<file path="src/periph_defines.svh">
`ifndef PERIPH_DEFINES_SVH
`define PERIPH_DEFINES_SVH

`define TIMER_NUM     3
`define SLV_NUM       (`TIMER_NUM + 1)    // timers, then the interrupt controller

`define ADDR_W        32
`define DATA_W        32
`define BE_W          (`DATA_W / 8)
`define IRQ_ID_W      8

// address map
`define TIMER_BASE    32'h0200_0000
`define TIMER_STRIDE  32'h0000_0100
`define TIMER_MASK    32'hffff_ff00
`define RVIC_BASE     32'h0300_0000
`define RVIC_MASK     32'hffff_ff00

// register offsets inside one window
`define REG_OFF_W     8
`define TMR_CTRL      8'h00    // [0] enable, [1] irq enable, [2] pending, w1c
`define TMR_VALUE     8'h04    // read only
`define TMR_LIMIT     8'h08

`define RVIC_ENABLE   8'h00
`define RVIC_PENDING  8'h04    // raw sources, read only

`define TMR_CTRL_EN   0
`define TMR_CTRL_IE   1
`define TMR_CTRL_PEND 2

`endif
</file>
<file path="src/periph_pkg.sv">
`include "periph_defines.svh"

package periph_pkg;

    // bus address
    typedef logic [`ADDR_W-1:0] addr_t;

    // bus data word
    typedef logic [`DATA_W-1:0] data_t;

    // one bit per byte lane
    typedef logic [`BE_W-1:0] be_t;

    // one level bit per timer
    typedef logic [`TIMER_NUM-1:0] irq_vec_t;

    // id handed to the core with the request
    typedef logic [`IRQ_ID_W-1:0] irq_id_t;

endpackage

</file>
<file path="src/periph_subsys_top.sv">
`include "periph_defines.svh"

module periph_subsys_top (
    input  logic                clk_i,
    input  logic                rst_n_i,

    input  logic                req_i,
    input  logic                we_i,
    input  periph_pkg::be_t     be_i,
    input  periph_pkg::addr_t   addr_i,
    input  periph_pkg::data_t   wdata_i,
    output logic                gnt_o,
    output logic                rvalid_o,
    output periph_pkg::data_t   rdata_o,

    output logic                irq_o,
    output periph_pkg::irq_id_t irq_id_o
);

    logic [`SLV_NUM-1:0]  slv_req;
    logic [`SLV_NUM-1:0]  slv_we;
    periph_pkg::be_t      slv_be    [`SLV_NUM];
    periph_pkg::addr_t    slv_addr  [`SLV_NUM];
    periph_pkg::data_t    slv_wdata [`SLV_NUM];
    logic [`SLV_NUM-1:0]  slv_rvalid;
    periph_pkg::data_t    slv_rdata [`SLV_NUM];
    periph_pkg::irq_vec_t irq_vec;

    obi_slave_decoder i_obi_slave_decoder (
        .clk_i        (clk_i),
        .rst_n_i      (rst_n_i),
        .req_i        (req_i),
        .we_i         (we_i),
        .be_i         (be_i),
        .addr_i       (addr_i),
        .wdata_i      (wdata_i),
        .gnt_o        (gnt_o),
        .rvalid_o     (rvalid_o),
        .rdata_o      (rdata_o),
        .slv_req_o    (slv_req),
        .slv_we_o     (slv_we),
        .slv_be_o     (slv_be),
        .slv_addr_o   (slv_addr),
        .slv_wdata_o  (slv_wdata),
        .slv_rvalid_i (slv_rvalid),
        .slv_rdata_i  (slv_rdata)
    );

    // grants come from the decoder, slave grants left open
    for (genvar i = 0; i < `TIMER_NUM; i++) begin : g_timer
        timer_unit i_timer_unit (
            .clk_i    (clk_i),
            .rst_n_i  (rst_n_i),
            .req_i    (slv_req[i]),
            .we_i     (slv_we[i]),
            .be_i     (slv_be[i]),
            .addr_i   (slv_addr[i]),
            .wdata_i  (slv_wdata[i]),
            .gnt_o    (),
            .rvalid_o (slv_rvalid[i]),
            .rdata_o  (slv_rdata[i]),
            .irq_o    (irq_vec[i])
        );
    end

    rvic_ctrl i_rvic_ctrl (
        .clk_i    (clk_i),
        .rst_n_i  (rst_n_i),
        .src_i    (irq_vec),
        .req_i    (slv_req[`TIMER_NUM]),
        .we_i     (slv_we[`TIMER_NUM]),
        .be_i     (slv_be[`TIMER_NUM]),
        .addr_i   (slv_addr[`TIMER_NUM]),
        .wdata_i  (slv_wdata[`TIMER_NUM]),
        .gnt_o    (),
        .rvalid_o (slv_rvalid[`TIMER_NUM]),
        .rdata_o  (slv_rdata[`TIMER_NUM]),
        .irq_o    (irq_o),
        .irq_id_o (irq_id_o)
    );

endmodule

</file>
<file path="src/rvic_ctrl.sv">
`include "periph_defines.svh"

module rvic_ctrl (
    input  logic                 clk_i,
    input  logic                 rst_n_i,

    input  periph_pkg::irq_vec_t src_i,

    input  logic                 req_i,
    input  logic                 we_i,
    input  periph_pkg::be_t      be_i,
    input  periph_pkg::addr_t    addr_i,
    input  periph_pkg::data_t    wdata_i,
    output logic                 gnt_o,
    output logic                 rvalid_o,
    output periph_pkg::data_t    rdata_o,

    output logic                 irq_o,
    output periph_pkg::irq_id_t  irq_id_o
);

    periph_pkg::irq_vec_t  enable_q;
    periph_pkg::irq_vec_t  active;
    periph_pkg::irq_id_t   sel_id;
    logic [`REG_OFF_W-1:0] offset;
    periph_pkg::data_t     rd_data;
    logic                  rvalid_q;
    periph_pkg::data_t     rdata_q;
    logic                  irq_q;
    periph_pkg::irq_id_t   irq_id_q;

    assign offset = addr_i[`REG_OFF_W-1:0];
    assign active = src_i & enable_q;

    // lowest active source wins
    always_comb begin
        sel_id = '0;
        for (int i = `TIMER_NUM - 1; i >= 0; i--) begin
            if (active[i]) begin
                sel_id = periph_pkg::irq_id_t'(i);
            end
        end
    end

    always_ff @(posedge clk_i) begin
        if (!rst_n_i) begin
            enable_q <= '0;
            rvalid_q <= 1'b0;
            irq_q    <= 1'b0;
            irq_id_q <= '0;
        end else begin
            if (req_i && we_i && offset == `RVIC_ENABLE) begin
                for (int b = 0; b < `TIMER_NUM; b++) begin
                    if (be_i[b/8]) begin
                        enable_q[b] <= wdata_i[b];
                    end
                end
            end
            rvalid_q <= req_i;
            irq_q    <= |active;
            irq_id_q <= sel_id;
        end
    end

    always_comb begin
        rd_data = '0;
        if (req_i && !we_i) begin
            case (offset)
                `RVIC_ENABLE:  rd_data = periph_pkg::data_t'(enable_q);
                `RVIC_PENDING: rd_data = periph_pkg::data_t'(src_i);
                default:       rd_data = '0;
            endcase
        end
    end

    always_ff @(posedge clk_i) begin
        rdata_q <= rd_data;
    end

    assign gnt_o    = req_i;
    assign rvalid_o = rvalid_q;
    assign rdata_o  = rdata_q;
    assign irq_o    = irq_q;
    assign irq_id_o = irq_id_q;

    // id names a source that was enabled and active one cycle earlier
    a_id_valid : assert property (
        @(posedge clk_i) disable iff (!rst_n_i)
        irq_o |-> |($past(active) & (periph_pkg::irq_vec_t'(1) << irq_id_o))
    );

endmodule

</file>
<file path="src/timer_unit.sv">
`include "periph_defines.svh"

module timer_unit (
    input  logic              clk_i,
    input  logic              rst_n_i,

    input  logic              req_i,
    input  logic              we_i,
    input  periph_pkg::be_t   be_i,
    input  periph_pkg::addr_t addr_i,
    input  periph_pkg::data_t wdata_i,
    output logic              gnt_o,
    output logic              rvalid_o,
    output periph_pkg::data_t rdata_o,

    output logic              irq_o
);

    logic                     en_q;
    logic                     ie_q;
    logic                     pend_q;
    periph_pkg::data_t        value_q;
    periph_pkg::data_t        limit_q;
    logic                     reload;
    logic [`REG_OFF_W-1:0]    offset;
    logic                     wr_ctrl;
    logic                     wr_limit;
    periph_pkg::data_t        rd_data;
    logic                     rvalid_q;
    periph_pkg::data_t        rdata_q;
    logic                     irq_q;

    assign offset   = addr_i[`REG_OFF_W-1:0];
    assign wr_ctrl  = req_i && we_i && (offset == `TMR_CTRL);
    assign wr_limit = req_i && we_i && (offset == `TMR_LIMIT);
    assign reload   = en_q && (value_q == limit_q);

    always_ff @(posedge clk_i) begin
        if (!rst_n_i) begin
            en_q    <= 1'b0;
            ie_q    <= 1'b0;
            pend_q  <= 1'b0;
            value_q <= '0;
            limit_q <= '0;
        end else begin
            if (reload) begin
                value_q <= '0;
            end else if (en_q) begin
                value_q <= value_q + 1'b1;
            end
            if (wr_ctrl && be_i[0]) begin
                en_q <= wdata_i[`TMR_CTRL_EN];
                ie_q <= wdata_i[`TMR_CTRL_IE];
                if (wdata_i[`TMR_CTRL_PEND]) begin
                    pend_q <= 1'b0;    // w1c
                end
            end
            if (reload) begin
                pend_q <= 1'b1;    // a new event beats a clear
            end
            if (wr_limit) begin
                for (int b = 0; b < `BE_W; b++) begin
                    if (be_i[b]) begin
                        limit_q[8*b +: 8] <= wdata_i[8*b +: 8];
                    end
                end
            end
        end
    end

    // read mux, writes answer 0
    always_comb begin
        rd_data = '0;
        if (req_i && !we_i) begin
            case (offset)
                `TMR_CTRL:  rd_data[`TMR_CTRL_PEND:0] = {pend_q, ie_q, en_q};
                `TMR_VALUE: rd_data = value_q;
                `TMR_LIMIT: rd_data = limit_q;
                default:    rd_data = '0;
            endcase
        end
    end

    always_ff @(posedge clk_i) begin
        if (!rst_n_i) begin
            rvalid_q <= 1'b0;
            irq_q    <= 1'b0;
        end else begin
            rvalid_q <= req_i;
            irq_q    <= pend_q & ie_q;
        end
    end

    always_ff @(posedge clk_i) begin
        rdata_q <= rd_data;
    end

    assign gnt_o    = req_i;
    assign rvalid_o = rvalid_q;
    assign rdata_o  = rdata_q;
    assign irq_o    = irq_q;

    a_rvalid_after_req : assert property (
        @(posedge clk_i) disable iff (!rst_n_i)
        $rose(rvalid_o) |-> $past(req_i)
    );

endmodule

</file>
<file path="src/obi_slave_decoder.sv">
`include "periph_defines.svh"

module obi_slave_decoder (
    input  logic                clk_i,
    input  logic                rst_n_i,

    // master side
    input  logic                req_i,
    input  logic                we_i,
    input  periph_pkg::be_t     be_i,
    input  periph_pkg::addr_t   addr_i,
    input  periph_pkg::data_t   wdata_i,
    output logic                gnt_o,
    output logic                rvalid_o,
    output periph_pkg::data_t   rdata_o,

    // slave side, timers first, then the interrupt controller
    output logic [`SLV_NUM-1:0] slv_req_o,
    output logic [`SLV_NUM-1:0] slv_we_o,
    output periph_pkg::be_t     slv_be_o    [`SLV_NUM],
    output periph_pkg::addr_t   slv_addr_o  [`SLV_NUM],
    output periph_pkg::data_t   slv_wdata_o [`SLV_NUM],
    input  logic [`SLV_NUM-1:0] slv_rvalid_i,
    input  periph_pkg::data_t   slv_rdata_i [`SLV_NUM]
);

    logic [`SLV_NUM-1:0] hit;
    logic                unmapped;
    logic                unmapped_q;

    // window match per slave
    always_comb begin
        for (int i = 0; i < `TIMER_NUM; i++) begin
            hit[i] = (addr_i & `TIMER_MASK) == (`TIMER_BASE + i * `TIMER_STRIDE);
        end
        hit[`TIMER_NUM] = (addr_i & `RVIC_MASK) == `RVIC_BASE;
    end

    assign unmapped = ~|hit;

    // all slaves accept at once, so no stall toward the master
    assign gnt_o = req_i;

    for (genvar i = 0; i < `SLV_NUM; i++) begin : g_fanout
        assign slv_req_o[i]   = req_i & hit[i];
        assign slv_we_o[i]    = we_i;
        assign slv_be_o[i]    = be_i;
        assign slv_addr_o[i]  = addr_i;
        assign slv_wdata_o[i] = wdata_i;
    end

    // answer unmapped accesses here
    always_ff @(posedge clk_i) begin
        if (!rst_n_i) begin
            unmapped_q <= 1'b0;
        end else begin
            unmapped_q <= req_i & unmapped;
        end
    end

    assign rvalid_o = (|slv_rvalid_i) | unmapped_q;

    always_comb begin
        rdata_o = '0;    // also the unmapped answer
        for (int i = 0; i < `SLV_NUM; i++) begin
            if (slv_rvalid_i[i]) begin
                rdata_o = slv_rdata_i[i];
            end
        end
    end

    // one request in flight per cycle, so only one slave may answer
    a_single_rvalid : assert property (
        @(posedge clk_i) disable iff (!rst_n_i)
        $onehot0(slv_rvalid_i)
    );

endmodule

</file>
<file path="config.mk">
export PLATFORM = sky130hd
export DESIGN_NAME = periph_subsys_top
export DESIGN_NICKNAME = d
export VERILOG_FILES = /design/src/periph_pkg.sv /design/src/periph_subsys_top.sv /design/src/rvic_ctrl.sv /design/src/timer_unit.sv /design/src/obi_slave_decoder.sv
export VERILOG_INCLUDE_DIRS = /design/src
export SDC_FILE = /design/constraint.sdc
export NUM_CORES = 1
export LEC_CHECK = 0
export BUFFER_PORTS_ARGS = -buffer_cell sky130_fd_sc_hd__buf_2
export CORE_MARGIN = 5
export CORE_UTILIZATION = 49
export DETAILED_ROUTE_END_ITERATION = 8
export GPL_ROUTABILITY_DRIVEN = 1
export PLACE_DENSITY = 0.63
export SYNTH_ARGS = -nofsm -noshare
export SYNTH_HDL_FRONTEND = slang
export SYNTH_SLANG_ARGS = --single-unit
</file>
<file path="constraint.sdc">
create_clock -name clk_i -period 2.1 [get_ports clk_i]
set_input_delay 0.21 -clock clk_i [delete_from_list [all_inputs] [get_ports clk_i]]
set_output_delay 0.21 -clock clk_i [all_outputs]
set_load 0.05 [all_outputs]
</file>
# --- Word-level counts from Yosys, hierarchy flattened ---
# Cells that the tools add are included.
op_classes:
  n_addsub: 3
  eq_ne: 9
  mux: 20
  bitwise: 11
  n_reduce_logical: 54
op_table:
  columns: ["op", "count"]
  rows:
  - ["$pmux W29 S2", 3]
  - ["$mux W32", 4]
  - ["$add A32 B1 Y32 const B", 3]
  - ["$eq A24 B18 Y1 const B", 4]
  - ["$eq A32 B32 Y1", 3]
  - ["$reduce_and A2 Y1", 16]
  - ["$pmux W3 S3", 3]
  - ["$logic_and A1 B1 Y1", 21]
  - ["$reduce_bool A2 Y1", 6]
  - ["$and A1 B1 Y1", 8]
  - ["$eq A8 B3 Y1 const B", 1]
  - ["$eq A8 B4 Y1 const B", 1]
  - ["$logic_not A8 Y1", 1]
  - ["$mux W1", 8]
  - ["$reduce_or A2 Y1", 4]
  - ["$reduce_or A4 Y1", 2]
  - ["$pmux W3 S2", 1]
  - ["$reduce_or A3 Y1", 2]
  - ["$and A3 B3 Y3", 1]
  - ["$logic_not A1 Y1", 2]
  - ["$mux W2", 1]
  - ["$not A1 Y1", 1]
  - ["$or A1 B1 Y1", 1]
totals:
  reg_bits: 343
  elab_cells: 137

# --- Depth between registers and ports, before layout ---
logic_depth:
  word_depth: 7
  ltp_mapped: 8

# --- Cells and area by module ---
# Synthesis repeated with hierarchy kept, for this count alone.
hier_totals:
  cells_unflattened: 1991
  hier_area_um2: 16703.5
modules_own_cells:
  columns: ["mod", "instances", "cells_per_inst", "area_per_inst_um2", "seq_area_each_um2"]
  rows:
  - ["timer_unit at g_timer[0].i_timer_unit ...", 2, 482, 4281.6, 2021.9]
  - ["timer_unit at g_timer[2].i_timer_unit", 1, 493, 4266.6, 2021.9]
  - ["obi_slave_decoder", 1, 456, 3210.6, 20.0]
  - ["rvic_ctrl", 1, 78, 663.1, 200.2]

# --- Least setup slack after synthesis ---
# Ideal clock, no wire load.
synth_path:
  kind: "reg-to-output"
  start: "register g_timer[1].i_timer_unit.rvalid_q"
  end: "output rdata_o[1]"
  t_arrival_ns: 2.248
  required_time_ns: 1.890
  slack_ns: -0.358
  stages_incl_launch_ff: 8
  path_cell_list: "dfxtp_1 > clkbuf_1 > nor2b_1 > clkbuf_1 > a22oi_1 > nor2_1 > a21oi_1 > o21ai_0"
synth_between:
  elab_chain_len: 3
synth_lines:
  columns: ["element", "line", "rtl"]
  rows:
  - ["from (decl)", "timer_unit.sv:29", "logic rvalid_q;"]
  - ["from (signal assigned)", "timer_unit.sv:89", "rvalid_q <= req_i;"]
  - ["$mux W32 (3 in series)", "obi_slave_decoder.sv:66", "if (slv_rvalid_i[i]) begin"]
  - ["to (decl)", "periph_subsys_top.sv:14", "output periph_pkg::data_t rdata_o,"]
# Every way passes these cells.

# --- Worst setup path in the final report ---
layout_path:
  start: "register g_timer[1].i_timer_unit.rvalid_q"
  end: "output rdata_o[21]"
# The elaborated chain is that of the path after synthesis.

==> out/qor.yml <==
clock_skew_ns: 0.0266
diodes: 0
seq_area_frac_synth_pct: 43.6
firstDrtPassIters: 6
die_width_um: 181
outcome: "finished with violations"
worst_ep_arrival_time_ns: 1.95
ys.flop_type: "dfxtp_1"
wl_per_cell_um: 20.5
io_buffer_count: 108
synth_cell_types: 52
rsz0062_at_grt: "yes"
cts_tree: "built"
fillers: 2449
fp.dieH_um: 181
path_class: "reg -> out"
power_mw: 12.5
rows: 62
die_area_um2: 32900
numCtsBuffers: 35
worst-path-max-fanout: 6
drtAntennaViolNets: 0
slew_violations: 0
insertion_delay_ns: 0.52
clock-sinks: 314
routed_wl_um: 45200
viasPerCell: 5.64
start_util_pct: 49.9
vdd_ir_drop_max_mv: 0.458
finalSetupViolations: 16
grt_max_degree: 48
p_leak_nw: 7.09
synth_cells: 1642
start_kind: "flip-flop"
grt_pass1_vias: 11731
root_buffer: "clkbuf_16"
synth_seq_cells: 314
grt_pass1_wl_um: 68600
critPathRequiredTime_ns: 1.89
syn2layout_area_growth_pct: 23.9
fin_nets: 1875
cap_viol_max_count: 0
cts_htree_levels: 2
clk_pin_slew_ns: 0.06
io_pins: 115
fin_crit_sh_pct: 103
p_per_area_nw_per_um2: 698
gp_congestion: 0.928
antenna_found_initial: 0
dp_hpwl_um: 33300
failed_checks: "negative setup slack"
setup_ws_ns: -0.0636
hp-class: "in -> reg"
multi_input_area_um2: 7700
ys_warn_count: 0
fin_tns_setup_ns: -0.423
drc: 0
synth_area_um2: 14400
clockBufferDepth: 3
grt_overflow_total: 0
seqCellArea_um2: 6300
async_flop_share_pct: 0
finalCriticalPeriod_ns: 2.16
drtIter0Drc: 1289
drive_gt1_share_pct: 21.6
via_count: 12455
max_freq_mhz: 462
synth_edf_count: 0
hold_viol: 0
core_area_um2: 28900
grt_usage_pct: 26.1
cp-end-kind: "output pin"
avgSynthCellArea_um2: 8.78
## worst paths after layout
path / startpoint / endpoint / slack, ns / depth (start not counted)
max: g_timer[1].i_timer_unit.rvalid_o / rdata_o[21] / -0.06 / 8
min: req_i / g_timer[1].i_timer_unit.rvalid_o / 0.07 / 3
max reg2reg: g_timer[1].i_timer_unit.limit_q[14] / g_timer[1].i_timer_unit.value_q[20] / 0.07 / 6
min reg2reg: i_rvic_ctrl.enable_q[1] / i_rvic_ctrl.enable_q[1] / 0.48 / 2
## what timing repair did
action | CTS | global route
resized for setup | 40 | 108
hold endpoints to repair | 5 | 0
setup buffers | 3 | 2
endpoints found under the setup margin | 32 | 68
hold buffers | 4 | 0
gates cloned | 0 | 4
pin swaps | 2 | 25
## area by class of cell
cell class | instances | area share [%]
inverter | 15 | 0.315
timing repair buffer | 243 | 12.1
clock inverter | 14 | 0.631
clock buffer | 49 | 5.88
multi-input combinational | 1191 | 43.1
sequential | 314 | 35.3
tap | 384 | 2.69
## stage by stage
stage          hold WS (ns)  util (%)  area [um2]  worst slack [ns]  instances
4_1_cts              0.0522      60.2       17400           -0.0343       2204
3_3_place_gp          0.465      55.5       16000            0.0240       2134
3_5_place_dp          0.469      55.5       16000            0.0321       2134
5_1_grt               0.104      61.9       17900            -0.114       2210
2_1_floorplan         0.287         -       14400            0.0191       1647
6_report             0.0742      61.9       17900           -0.0636       2210
## critical path, cell delays in order (launching register included)
cell,delay (ns)
dfxtp_4,0.37
nor2b_4,0.13
buf_12,0.14
clkbuf_16,0.16
a22oi_2,0.05
nor2_1,0.15
a21oi_2,0.06
nor2_1,0.17
buf_6,0.19
## power by group
group	total [mW]	switching [mW]	internal [mW]
registers	5.96	0.000210	5.96
logic	0.385	0.270	0.115
clock network	6.12	2.49	3.62
## state kept, by name (all words and copies together), names as in the netlist
| signal | cells |
|---|---|
| i_rvic_ctrl.rvalid_o | 1 |
| g_timer.i_timer_unit.value_q | 96 |
| g_timer.i_timer_unit.rvalid_o | 3 |
| i_rvic_ctrl.irq_id_o | 2 |
| g_timer.i_timer_unit.ie_q | 3 |
| g_timer.i_timer_unit.irq_o | 3 |
| i_rvic_ctrl.enable_q | 3 |
| i_rvic_ctrl.rdata_o | 3 |
| i_rvic_ctrl.irq_o | 1 |
| g_timer.i_timer_unit.pend_q | 3 |
| g_timer.i_timer_unit.rdata_o | 96 |
| g_timer.i_timer_unit.limit_q | 96 |
| g_timer.i_timer_unit.en_q | 3 |
| i_obi_slave_decoder.unmapped_q | 1 |
## logic make-up (layout without fill, tap and decap cells)
| family | Yosys count | after routing | share of synthesized area (%) |
|---|---|---|---|
| mux | 120 | 120 | 8.34 |
| buf+inv | 142 | 321 | 5.08 |
| compound gates | 184 | 184 | 8.88 |
| fa+ha+maj | 3 | 3 | 0.261 |
| flops | 314 | 314 | 43.6 |
| xor+xnor | 183 | 183 | 11.1 |
| other cells | 1 | 6 | 0.0260 |
| simple gates | 695 | 695 | 22.7 |
## routing by layer
layer	GRT usage (%)	part of all wire, %	vias to the layer above
li1	-	-	5924
met3	4.66	8.0	85
met1	38.2	45	5917
met5	0	0	-
met2	38.9	43	529
met4	9.01	3.7	0
## cell usage in the layout, fill, tap and decap left out, drive strengths merged, types with 5 or more instances in the layout
master | netlist | final
nand3b | 7 | 7
conb | 1 | 6
nand4 | 39 | 39
nor3 | 25 | 25
nor4 | 42 | 42
or3 | 5 | 5
a22oi | 118 | 118
xnor2 | 79 | 79
or4 | 5 | 5
dfxtp | 314 | 314
xor2 | 104 | 104
a21oi | 48 | 48
and4 | 14 | 14
clkinv | 0 | 11
nand2 | 186 | 186
inv | 15 | 16
mux2i | 120 | 120
nand3 | 35 | 35
and3 | 24 | 24
buf | 54 | 236
clkbuf | 73 | 52
nor2 | 295 | 295
o21ai | 7 | 7
## synth_stat cells (34+ instances only)
cell      number  share of area (%)
dfxtp_1      314                 44
nor2_1       293                7.6
nand2_1      186                4.8
mux2i_1      120                8.3
a22oi_1      118                6.1
xor2_1       104                6.3
xnor2_1       79                4.8
clkbuf_1      71                1.8
a21oi_1       48                1.7
nand4_1       37                1.6
nor4_1        35                1.5
nand3_1       34                1.2
(Power assumes the default switching activity.)
